===== config.mk =====
export PLATFORM = sky130hd
export DESIGN_NAME = vector_top
export DESIGN_NICKNAME = d
export VERILOG_FILES = /design/src/common/vector_pkg.sv /design/src/common/float_op_if.sv /design/src/float/float_adder.sv /design/src/float/float_multiplier.sv /design/src/hdl/vector_dot_product.sv /design/src/hdl/vector_top.sv
export SDC_FILE = /design/constraint.sdc
export NUM_CORES = 2
export LEC_CHECK = 0
export ABC_AREA = 1
export BUFFER_PORTS_ARGS = -buffer_cell sky130_fd_sc_hd__clkbuf_2
export CORE_ASPECT_RATIO = 1.2
export CORE_MARGIN = 2
export CORE_UTILIZATION = 55
export CTS_CLUSTER_DIAMETER = 200
export DETAILED_ROUTE_END_ITERATION = 16
export PLACE_DENSITY = 0.71
export SYNTH_ARGS = -nofsm -noshare
export SYNTH_HDL_FRONTEND = slang
export SYNTH_SLANG_ARGS = --single-unit

===== constraint.sdc =====
create_clock -name CLK -period 29.5 [get_ports CLK]
set_input_delay 2.95 -clock CLK [delete_from_list [all_inputs] [get_ports CLK]]
set_output_delay 2.95 -clock CLK [all_outputs]
set_load 0.01 [all_outputs]

===== src/common/vector_pkg.sv =====
// Shared binary32 float types and format constants, referenced by scoped name from RTL and testbench
package vector_pkg;

  ////////////////////////////////////////
  // Format widths
  ////////////////////////////////////////

  // Whole word, biased exponent, significand with hidden bit
  localparam int FLOAT_WIDTH = 32;
  localparam int EXP_WIDTH   = 8;
  localparam int MANT_WIDTH  = 24;

  // Signed exponent with headroom for sums and underflow checks
  localparam int SEXP_WIDTH  = EXP_WIDTH + 2;

  ////////////////////////////////////////
  // Types
  ////////////////////////////////////////

  typedef logic [FLOAT_WIDTH-1:0] float_t;
  typedef logic [EXP_WIDTH-1:0] exp_t;
  typedef logic [MANT_WIDTH-1:0] mant_t;

  // Stored fraction, hidden bit dropped
  typedef logic [MANT_WIDTH-2:0] frac_t;

  // Intermediate exponent, may go negative before flush
  typedef logic signed [SEXP_WIDTH-1:0] sexp_t;

  ////////////////////////////////////////
  // Constants
  ////////////////////////////////////////

  localparam int FLOAT_BIAS = 127;

  // Positive zero, also the value of an exact cancellation
  localparam float_t FLOAT_ZERO = 32'h0000_0000;

endpackage


===== src/common/float_op_if.sv =====
// Start/ready operand interface between the dot-product controller and one scalar float unit
`timescale 1ns/1ns

interface float_op_if;

  // Strobes, one cycle each
  logic start;
  logic ready;

  // Operands held by requester from start until ready
  vector_pkg::float_t data_a;
  vector_pkg::float_t data_b;

  // Valid only in the ready cycle
  vector_pkg::float_t result;

  modport requester (
    output start,
    output data_a,
    output data_b,
    input  ready,
    input  result
  );

  modport unit (
    input  start,
    input  data_a,
    input  data_b,
    output ready,
    output result
  );

endinterface


===== src/float/float_adder.sv =====
// Three-stage truncating binary32 adder; ready pulses three cycles after each start
`timescale 1ns/1ns

module float_adder (
  input logic CLK,
  input logic RST,
  float_op_if.unit op
);

  // Significand sum with carry bit
  typedef logic [vector_pkg::MANT_WIDTH:0] sum_t;

  ////////////////////////////////////////
  // Stage 1 swaps and aligns
  ////////////////////////////////////////

  logic                a_larger;
  vector_pkg::float_t  big_op;
  vector_pkg::float_t  small_op;
  vector_pkg::exp_t    big_exp;
  vector_pkg::exp_t    small_exp;
  vector_pkg::exp_t    exp_diff;
  vector_pkg::mant_t   big_mant;
  vector_pkg::mant_t   small_mant;

  logic                s1_valid;
  logic                s1_sign_q;
  logic                s1_sub_q;
  vector_pkg::exp_t    s1_exp_q;
  vector_pkg::mant_t   s1_big_q;
  vector_pkg::mant_t   s1_small_q;

  ////////////////////////////////////////
  // Stage 2 adds or subtracts
  ////////////////////////////////////////

  sum_t                s2_sum_d;

  logic                s2_valid;
  logic                s2_sign_q;
  vector_pkg::exp_t    s2_exp_q;
  sum_t                s2_sum_q;

  ////////////////////////////////////////
  // Stage 3 normalizes
  ////////////////////////////////////////

  logic [4:0]          lz;
  vector_pkg::mant_t   norm;
  vector_pkg::sexp_t   s3_exp;
  vector_pkg::frac_t   s3_frac;
  vector_pkg::float_t  s3_result;

  // Leading zeros of a 24-bit significand
  function automatic logic [4:0] lead_zeros(input vector_pkg::mant_t value);
    logic [4:0] count;
    logic       found;
    count = 5'd0;
    found = 1'b0;
    for (int i = vector_pkg::MANT_WIDTH - 1; i >= 0; i--) begin
      if (!found) begin
        if (value[i]) begin
          found = 1'b1;
        end else begin
          count = count + 5'd1;
        end
      end
    end
    return count;
  endfunction

  // Magnitude compare on the raw bits works for normals
  always_comb begin
    a_larger   = op.data_a[30:0] >= op.data_b[30:0];
    big_op     = a_larger ? op.data_a : op.data_b;
    small_op   = a_larger ? op.data_b : op.data_a;
    big_exp    = big_op[30:23];
    small_exp  = small_op[30:23];
    // Zero exponent reads as zero whatever the fraction
    big_mant   = (big_exp == '0) ? '0 : {1'b1, big_op[22:0]};
    small_mant = (small_exp == '0) ? '0 : {1'b1, small_op[22:0]};
    exp_diff   = big_exp - small_exp;
  end

  // Larger magnitude first so the difference never goes negative
  always_comb begin
    if (s1_sub_q) begin
      s2_sum_d = {1'b0, s1_big_q} - {1'b0, s1_small_q};
    end else begin
      s2_sum_d = {1'b0, s1_big_q} + {1'b0, s1_small_q};
    end
  end

  always_comb begin
    lz      = lead_zeros(s2_sum_q[23:0]);
    norm    = s2_sum_q[23:0] << lz;
    s3_frac = norm[22:0];
    s3_exp  = vector_pkg::sexp_t'({2'b00, s2_exp_q}) - vector_pkg::sexp_t'({5'b0, lz});
    // On carry out shift right by one and drop the last bit
    if (s2_sum_q[24]) begin
      s3_frac = s2_sum_q[23:1];
      s3_exp  = vector_pkg::sexp_t'({2'b00, s2_exp_q}) + vector_pkg::sexp_t'(1);
    end
    if (s2_sum_q == '0) begin
      // Exact cancellation
      s3_result = vector_pkg::FLOAT_ZERO;
    end else if (s3_exp <= vector_pkg::sexp_t'(0)) begin
      s3_result = {s2_sign_q, 31'b0};
    end else begin
      s3_result = {s2_sign_q, s3_exp[7:0], s3_frac};
    end
  end

  always_ff @(posedge CLK or posedge RST) begin
    if (RST) begin
      s1_valid <= 1'b0;
      s2_valid <= 1'b0;
      op.ready <= 1'b0;
    end else begin
      s1_valid <= op.start;
      s2_valid <= s1_valid;
      op.ready <= s2_valid;
    end
  end

  always_ff @(posedge CLK) begin
    s1_sign_q  <= big_op[31];
    s1_sub_q   <= big_op[31] ^ small_op[31];
    s1_exp_q   <= big_exp;
    s1_big_q   <= big_mant;
    // Bits shifted out are lost
    s1_small_q <= small_mant >> exp_diff;
    s2_sign_q  <= s1_sign_q;
    s2_exp_q   <= s1_exp_q;
    s2_sum_q   <= s2_sum_d;
    op.result  <= s3_result;
  end

endmodule


===== src/float/float_multiplier.sv =====
// Two-stage truncating binary32 multiplier; ready pulses two cycles after each start
`timescale 1ns/1ns

module float_multiplier (
  input logic CLK,
  input logic RST,
  float_op_if.unit op
);

  // Full significand product
  typedef logic [2*vector_pkg::MANT_WIDTH-1:0] prod_t;

  ////////////////////////////////////////
  // Stage 1 signals
  ////////////////////////////////////////

  logic                s1_sign_d;
  logic                s1_zero_d;
  vector_pkg::sexp_t   s1_exp_d;
  vector_pkg::mant_t   mant_a;
  vector_pkg::mant_t   mant_b;
  prod_t               s1_prod_d;

  logic                s1_valid;
  logic                s1_sign_q;
  logic                s1_zero_q;
  vector_pkg::sexp_t   s1_exp_q;
  prod_t               s1_prod_q;

  ////////////////////////////////////////
  // Stage 2 signals
  ////////////////////////////////////////

  vector_pkg::sexp_t   s2_exp;
  vector_pkg::frac_t   s2_frac;
  vector_pkg::float_t  s2_result;

  // Sign, exponent sum less bias, raw significand product
  always_comb begin
    s1_sign_d = op.data_a[31] ^ op.data_b[31];
    // Zero exponent covers zero and flushed subnormal inputs
    s1_zero_d = (op.data_a[30:23] == '0) || (op.data_b[30:23] == '0);
    s1_exp_d  = vector_pkg::sexp_t'({2'b00, op.data_a[30:23]})
              + vector_pkg::sexp_t'({2'b00, op.data_b[30:23]})
              - vector_pkg::sexp_t'(vector_pkg::FLOAT_BIAS);
    mant_a    = {1'b1, op.data_a[22:0]};
    mant_b    = {1'b1, op.data_b[22:0]};
    s1_prod_d = prod_t'(mant_a) * prod_t'(mant_b);
  end

  // Product of two values in [1,2) lies in [1,4)
  // One-bit normalize, low bits simply dropped
  always_comb begin
    if (s1_prod_q[47]) begin
      s2_frac = s1_prod_q[46:24];
      s2_exp  = s1_exp_q + vector_pkg::sexp_t'(1);
    end else begin
      s2_frac = s1_prod_q[45:23];
      s2_exp  = s1_exp_q;
    end
    // Underflow or zero operand gives signed zero
    if (s1_zero_q || (s2_exp <= vector_pkg::sexp_t'(0))) begin
      s2_result = {s1_sign_q, 31'b0};
    end else begin
      s2_result = {s1_sign_q, s2_exp[7:0], s2_frac};
    end
  end

  // Valid bits, one per stage
  always_ff @(posedge CLK or posedge RST) begin
    if (RST) begin
      s1_valid <= 1'b0;
      op.ready <= 1'b0;
    end else begin
      s1_valid <= op.start;
      op.ready <= s1_valid;
    end
  end

  // Datapath registers
  always_ff @(posedge CLK) begin
    s1_sign_q <= s1_sign_d;
    s1_zero_q <= s1_zero_d;
    s1_exp_q  <= s1_exp_d;
    s1_prod_q <= s1_prod_d;
    op.result <= s2_result;
  end

endmodule


===== src/hdl/vector_dot_product.sv =====
// Dot-product controller: collects element pairs, runs multiply then accumulate, reports sums
`timescale 1ns/1ns

module vector_dot_product #(
  parameter int LENGTH_SIZE = 8
) (
  input  logic                   CLK,
  input  logic                   RST,
  input  logic                   start,
  input  logic [LENGTH_SIZE-1:0] length_in,
  input  vector_pkg::float_t     data_a_in,
  input  logic                   data_a_in_enable,
  input  vector_pkg::float_t     data_b_in,
  input  logic                   data_b_in_enable,
  output vector_pkg::float_t     data_out,
  output logic                   data_out_enable,
  output logic                   ready,
  float_op_if.requester          mul,
  float_op_if.requester          add
);

  typedef enum logic [2:0] {
    st_starter,
    st_input,
    st_mul_wait,
    st_update,
    st_add_wait
  } state_t;

  ////////////////////////////////////////
  // Signals
  ////////////////////////////////////////

  state_t                 state;
  logic [LENGTH_SIZE-1:0] count_q;
  logic                   last_q;

  // Element pair and its held flags
  vector_pkg::float_t     a_q;
  vector_pkg::float_t     b_q;
  logic                   a_held;
  logic                   b_held;
  logic                   pair_done;

  // Product in flight and running sum
  vector_pkg::float_t     prod_q;
  vector_pkg::float_t     sum_q;

  // Both sides present, counting this cycle's strobes
  assign pair_done = (a_held || data_a_in_enable) && (b_held || data_b_in_enable);

  // Operands stay put while the units work
  assign mul.data_a = a_q;
  assign mul.data_b = b_q;
  assign add.data_a = prod_q;
  assign add.data_b = sum_q;

  ////////////////////////////////////////
  // FSM
  ////////////////////////////////////////

  always_ff @(posedge CLK or posedge RST) begin
    if (RST) begin
      state           <= st_starter;
      count_q         <= '0;
      last_q          <= 1'b0;
      a_held          <= 1'b0;
      b_held          <= 1'b0;
      mul.start       <= 1'b0;
      add.start       <= 1'b0;
      data_out        <= vector_pkg::FLOAT_ZERO;
      data_out_enable <= 1'b0;
      ready           <= 1'b0;
    end else begin
      // Strobes default low
      mul.start       <= 1'b0;
      add.start       <= 1'b0;
      data_out_enable <= 1'b0;
      ready           <= 1'b0;
      case (state)
        st_starter: begin
          if (start) begin
            if (length_in == '0) begin
              // Empty vector, result is +0 at once
              ready    <= 1'b1;
              data_out <= vector_pkg::FLOAT_ZERO;
            end else begin
              count_q <= length_in;
              a_held  <= 1'b0;
              b_held  <= 1'b0;
              state   <= st_input;
            end
          end
        end
        st_input: begin
          if (data_a_in_enable) begin
            a_held <= 1'b1;
          end
          if (data_b_in_enable) begin
            b_held <= 1'b1;
          end
          // Pair complete, multiplier starts next cycle
          if (pair_done) begin
            mul.start <= 1'b1;
            a_held    <= 1'b0;
            b_held    <= 1'b0;
            state     <= st_mul_wait;
          end
        end
        st_mul_wait: begin
          if (mul.ready) begin
            add.start <= 1'b1;
            state     <= st_update;
          end
        end
        st_update: begin
          // Counted while the adder runs
          count_q <= count_q - 1'b1;
          last_q  <= (count_q == LENGTH_SIZE'(1));
          state   <= st_add_wait;
        end
        st_add_wait: begin
          if (add.ready) begin
            data_out        <= add.result;
            data_out_enable <= 1'b1;
            ready           <= last_q;
            state           <= last_q ? st_starter : st_input;
          end
        end
        default: begin
          state <= st_starter;
        end
      endcase
    end
  end

  ////////////////////////////////////////
  // Operand and sum registers
  ////////////////////////////////////////

  always_ff @(posedge CLK) begin
    // Latest strobe of a side wins
    if ((state == st_input) && data_a_in_enable) begin
      a_q <= data_a_in;
    end
    if ((state == st_input) && data_b_in_enable) begin
      b_q <= data_b_in;
    end
    if ((state == st_mul_wait) && mul.ready) begin
      prod_q <= mul.result;
    end
    // Fresh sum per vector, then adder output feeds back
    if ((state == st_starter) && start) begin
      sum_q <= vector_pkg::FLOAT_ZERO;
    end else if ((state == st_add_wait) && add.ready) begin
      sum_q <= add.result;
    end
  end

endmodule


===== src/hdl/vector_top.sv =====
// Top level of the dot-product block: plain ports, controller plus scalar multiplier and adder
`timescale 1ns/1ns

module vector_top #(
  parameter int LENGTH_SIZE = 8
) (
  input  logic                   CLK,
  input  logic                   RST,
  input  logic                   start,
  input  logic [LENGTH_SIZE-1:0] length_in,
  input  vector_pkg::float_t     data_a_in,
  input  logic                   data_a_in_enable,
  input  vector_pkg::float_t     data_b_in,
  input  logic                   data_b_in_enable,
  output vector_pkg::float_t     data_out,
  output logic                   data_out_enable,
  output logic                   ready
);

  ////////////////////////////////////////
  // Unit links
  ////////////////////////////////////////

  float_op_if mul_if ();
  float_op_if add_if ();

  // Element sequencing and accumulation
  vector_dot_product #(
    .LENGTH_SIZE(LENGTH_SIZE)
  ) u_dot_product (
    .CLK              (CLK),
    .RST              (RST),
    .start            (start),
    .length_in        (length_in),
    .data_a_in        (data_a_in),
    .data_a_in_enable (data_a_in_enable),
    .data_b_in        (data_b_in),
    .data_b_in_enable (data_b_in_enable),
    .data_out         (data_out),
    .data_out_enable  (data_out_enable),
    .ready            (ready),
    .mul              (mul_if.requester),
    .add              (add_if.requester)
  );

  // Products, two cycles
  float_multiplier u_multiplier (
    .CLK (CLK),
    .RST (RST),
    .op  (mul_if.unit)
  );

  // Accumulation, three cycles
  float_adder u_adder (
    .CLK (CLK),
    .RST (RST),
    .op  (add_if.unit)
  );

endmodule


Yosys cells after proc, flatten, opt, wreduce, memory -nomap -nowiden. Cells that the tools add are included.

Word-level logic and storage cells: 248. Flip-flop bits (word level): 399. Output and inout port bits: 34. Input port bits: 77.

Order comparisons: 3. Multipliers: 1. Reductions and logical operators: 26. Add/sub/neg operators: 32. Bitwise gates (word level): 2. Multiplexer cells: 133. Equal/unequal tests: 13. Shifts and indexed selects: 2.

Operators by type and width (number): 2-to-1 mux 5 bit (46); 2-to-1 mux 32 bit (5); adder 5 x 1 -> 5 bit, second input constant (22); one-hot mux 32 bit (2 select lines) (1); 2-to-1 mux 1 bit (62); multiplier 24 x 24 -> 48 bit (1); 2-to-1 mux 24 bit (2); 2-to-1 mux 23 bit (2); zero test 8 bit (5); greater-or-equal comparator 31 bit (1); adder 24 x 24 -> 25 bit (1); zero test 25 bit (1); 2-to-1 mux 25 bit (1); subtractor 24 x 24 -> 25 bit (1); left shift 24 x 5 -> 23 bit (1); >> shifter 24 x 8 -> 24 bit (1); <= comparator 10 x 1 -> 1 bit, second input constant (2); 2-to-1 mux 10 bit (2); 2-to-1 mux 8 bit (2); one-hot mux 8 bit (2 select lines) (1); 2-to-1 mux 3 bit (5); one-hot mux 3 bit (5 select lines) (1); AND reduction 4 bit (3); adder 10 x 2 -> 10 bit, second input constant (1); 23 further kinds (42).

Longest topological paths before layout.
Depth in word-level cells: 74. Gate-level depth with buffers: 103. Gate-level depth less buffers: 102.

Hierarchy. A second synthesis with hierarchy kept.

Cells, all modules: 5263. Area total of the unflattened synthesis: 39940.8 um2.

By module, submodules not included: float_multiplier (times used 1, seq. area each 1431.4 um2, cells an instance 2856, area each 22012.4 um2); float_adder (times used 1, seq. area each 2557.5 um2, cells an instance 1901, area each 11583.6 um2); vector_dot_product (times used 1, seq. area each 4774.6 um2, cells an instance 506, area each 6344.8 um2).

Worst setup path before layout. OpenSTA, ideal clock, no wires.

Path type: flip-flop to flip-flop. From: register u_adder.s2_sum_q[22]. To: register u_adder.op.result[12]. Arrival time: 13762 ps. Setup time: 125 ps. Buffers on the path: 2. Cell stages (with the launch flop): 99. Slack: 15613 ps. Required time: 29375 ps. Period minus slack after synthesis: 13887 ps. Cell sequence: dfxtp_1 > inv_1 > a21oi_1 > ha_1 > nand3b_1 > inv_1 > nor2_1 > ha_1 > inv_1 > nor2_1 > nor2_1 > nand2_1 > nand2_1 > inv_1 > ha_1 > nand2_1 > nand2_1 > ha_1 > [63 not listed] > inv_1 > ha_1 > a21oi_1 > nand2_1 > nand2_4 > inv_2 > buf_2 > fa_1 > o31ai_1 > inv_1 > nor2_1 > nor3_1 > o21ai_0 > xor2_1 > nand4_1 > nand2_1 > dlygate4sd3_1 > nor2_1.

Longest elaborated chain between the ends: 72. Elaborated cells between the ends (all ways): 98. Classes of those cells: add/sub (23); order compare (1); shift (1); mux (71); reduce/logical (2).

Ends and longest elaborated chain: from (decl) (line float_adder.sv:42) `sum_t s2_sum_q;`; from (signal assigned) (line float_adder.sv:135) `s2_sum_q <= s2_sum_d;`; 2-to-1 mux 5 bit (line float_adder.sv:62) `if (value[i]) begin`; 2-to-1 mux 5 bit (line float_adder.sv:61) `if (!found) begin`; adder 5 x 1 -> 5 bit (line float_adder.sv:65) `count = count + 5'd1;`; 2-to-1 mux 5 bit (line float_adder.sv:62); 2-to-1 mux 5 bit (line float_adder.sv:61); adder 5 x 1 -> 5 bit (line float_adder.sv:65); 2-to-1 mux 5 bit (line float_adder.sv:62); 2-to-1 mux 5 bit (line float_adder.sv:61); [56 not listed]; 2-to-1 mux 5 bit (line float_adder.sv:61); adder 5 x 1 -> 5 bit (line float_adder.sv:65); 2-to-1 mux 5 bit (line float_adder.sv:62); 2-to-1 mux 5 bit (line float_adder.sv:61); subtractor 8 x 5 -> 9 bit (line float_adder.sv:98) `s3_exp = vector_pkg::sexp_t'({2'b00, s2_exp_q}) - vector_pkg::sexp_t'({5'b0, lz});`; 2-to-1 mux 10 bit (line float_adder.sv:100) `if (s2_sum_q[24]) begin`; <= comparator 10 x 1 -> 1 bit (line float_adder.sv:107) `end else if (s3_exp <= vector_pkg::sexp_t'(0)) begin`; OR reduction 2 bit (no source line); to (signal assigned) (line float_adder.sv:136) `op.result <= s3_result;`; to (decl) (line float_op_if.sv:30) `output result`.

Several ways; a longest one is shown, not always the timed one. A chain may end at the register's enable or synchronous reset.

Final worst setup path.
From: register u_adder.s2_sum_q[22]. To: register u_adder.op.result[21].

Same word-level chain as after synthesis.

==> summary.txt <==
Arr. time, crit path -> 16.07 ns
FF-to-FF setup slack -> 13.88 ns
register area share after synthesis -> 0.232
PortBufs -> 110
CTS tree -> yes
max incr delay on CP -> 0.62 ns
Post-DRT Antenna Nets -> 0
Chip Width -> 243 um
Rows -> 105
CTS resizes -> 0
Die ar. -> 70,700 um^2
CP Capture Type -> flop
Synth top cells by count -> nand2_1, inv_1, fa_1
post-synth top area share -> 0.257
Worst-Skew Late Latency -> 0.59 ns
Post-CTS Setup Bufs -> 0
number of global-route vias before repair -> 30,481
FMAX -> 64.0 MHz
Area growth, synth to finish -> 7.29%
final wirelength -> 93.0 mm
RR Endpoint -> u_adder.op.result[21]
Clock Path Buffers -> 3
fin crit share -> 0.529
Slew Limit Fails -> 0
library cells used by synthesis -> 67
First-pass DRT Iterations -> 5
max-cap violation count -> 0
Hold Path Class -> reg2reg
routed length per instance -> 16.3 um
status -> completed
Die H -> 291 um
root buffer cell -> clkbuf_16
critical path fanouts, max -> 25
Post-synth EDFFs -> 96
Synth Warn # -> 0
# setup viols final -> 0
CTS Sinks -> 376
final global-route overflow total -> 0
CTS clk-pin slew, worst paths -> 0.07 ns
Worst R2R Path Depth -> 101
Clock Skew -> 0.0279 ns
Initial Util -> 0.553
1st-iter DRT viols -> 1,663
Post-Route Setup TNS -> 0 ns
CP max stage cell -> nand2_1
flops & latches, synth -> 376
Async S/R FF share, synth -> 0.146
Slew HR -> 0.244
most common cell in the synthesized netlist -> nand2_1
main flop type after synthesis -> dfxtp_1
Ports -> 111
final hold vios -> 0
R2R Path Start -> u_adder.s2_sum_q[22]
global-route wire length before repair -> 153 mm
Register Area -> 8760 um^2
ratio of cells with drive above 1 in the final layout -> 0.0735
Synth Cell Area -> 37,700 um^2
GP Congestion -> 0.969
syn nets -> 5,560
Final #Nets -> 5,596
hold_buf cts -> 0
dpl hpwl -> 72.2 mm
All-Layer GR Usage -> 0.269
Core Region -> 68,200 um^2
# diodes -> 0
initial antenna violation count -> 0
Post-Syn Area per Cell -> 7.97 um^2
synth top area cells -> fa_1, dfxtp_1, nand2_1, inv_1, ha_1
worst-margin pin slew -> 1.13 ns
crit path launch -> u_adder.s2_sum_q[22]
Final Critical Period -> 15.62 ns
cell mode on critical path -> nand2_1
cell taking the most area after synthesis -> fa_1
Post-Synthesis Cells -> 4,734
startpoint types -> flop
multi-input logic area -> 24,000 um^2
vias per inst -> 5.19
htree depth -> 2
Residual DRC -> 0
largest net degree at the start of global routing -> 56
critical path class -> reg2reg
Fill cells -> 6,149
crit path to -> u_adder.op.result[21]
RSZ-0062 raised after global routing -> false
CTS Buf Count -> 39
WP data required -> 29.96 ns
Vias -> 29,632
cell usage in the layout (no fill, tap or decap), types with 53 or more instances in the layout:
master | Yosys | routed
edfxtp_1 | 96 | 96
dfrtp_1 | 55 | 55
nor2_1 | 232 | 227
dfxtp_1 | 225 | 225
clkbuf_2 | 0 | 110
fa_1 | 484 | 484
a21oi_1 | 174 | 173
xor2_1 | 80 | 80
nand2_1 | 1176 | 1176
ha_1 | 265 | 265
buf_4 | 5 | 53
o21ai_0 | 167 | 167
nand3_1 | 158 | 157
inv_1 | 1080 | 1079
critical path, delay by kind of cell, from the launching register on:
kind,cells,cell delay [ns]
fa+ha+maj,22,5.83
simple gates,43,5.39
xor+xnor,1,0.23
buf+inv,19,1.43
compound gates,16,2.20
flops,1,0.40
worst min-delay path by stage:
stage / from / endpoint / cells past startpoint
finish: u_adder.s1_exp_q[5] / u_adder.s2_exp_q[5] / 0
global route: u_adder.s1_exp_q[6] / u_adder.s2_exp_q[6] / 0
CTS: u_adder.s1_exp_q[5] / u_adder.s2_exp_q[5] / 0
detailed placement: u_adder.s1_exp_q[2] / u_adder.s2_exp_q[2] / 0
global placement: u_multiplier.s1_sign_q / u_multiplier.op.result[31] / 0
floorplan: u_adder.s1_exp_q[0] / u_adder.s2_exp_q[0] / 0
layer usage:
metal | up-vias | track usage | part of all wire
met2 | 910 | 0.484 | 0.50
li1 | 14350 | - | -
met3 | 268 | 0.0308 | 0.053
met4 | 0 | 0.125 | 0.053
met1 | 14104 | 0.322 | 0.39
met5 | - | 0 | 0
flip-flops by register name, summed over array words and instances (netlist names), 25 cells and up:
name and cells:
u_adder.op.result 32, u_dot_product.add.data_a 32, u_dot_product.add.data_b 32, u_dot_product.data_out 32, u_dot_product.mul.data_a 32, u_dot_product.mul.data_b 32, u_multiplier.op.result 32, u_adder.s2_sum_q 25
u_multiplier.s1_prod_q 25
cell type report:
| cell class | instances | area share |
|---|---|---|
| clock buffer | 53 | 0.0288 |
| clock inverter | 18 | 0.00578 |
| inverter | 1118 | 0.104 |
| multi-input combinational | 3072 | 0.593 |
| sequential | 376 | 0.217 |
| tap | 909 | 0.0281 |
| timing repair buffer | 163 | 0.0234 |
cell families (layout without fill, tap and decap cells):
kind of cell,after synthesis,in the layout,synth area share
and+or+nand+nor,1748,1748,0.196
buffers and inverters,1286,1352,0.132
adders and majority gates,749,749,0.345
AOI/OAI and AO/OA,462,462,0.0681
DFF,376,376,0.232
xor gates and xnor gates,109,109,0.0253
muxes,4,4,0.00106
through the flow:
step / setup slack, ns / instance area [um^2] / utilization / hold WS, ns / std cells
6_report: 13.88 / 40500 / 0.594 / 0.331 / 5709
5_1_grt: 12.23 / 40500 / 0.594 / 0.335 / 5709
4_1_cts: 13.90 / 40500 / 0.594 / 0.331 / 5709
3_5_place_dp: 14.04 / 39100 / 0.573 / 0.313 / 5638
3_3_place_gp: 14.35 / 39100 / 0.573 / 0.311 / 5638
2_1_floorplan: 15.61 / 37700 / - / 0.310 / 4734
Power is not shown: default switching activity piles up to over one toggle a cycle in this logic, so the estimate is an artifact.
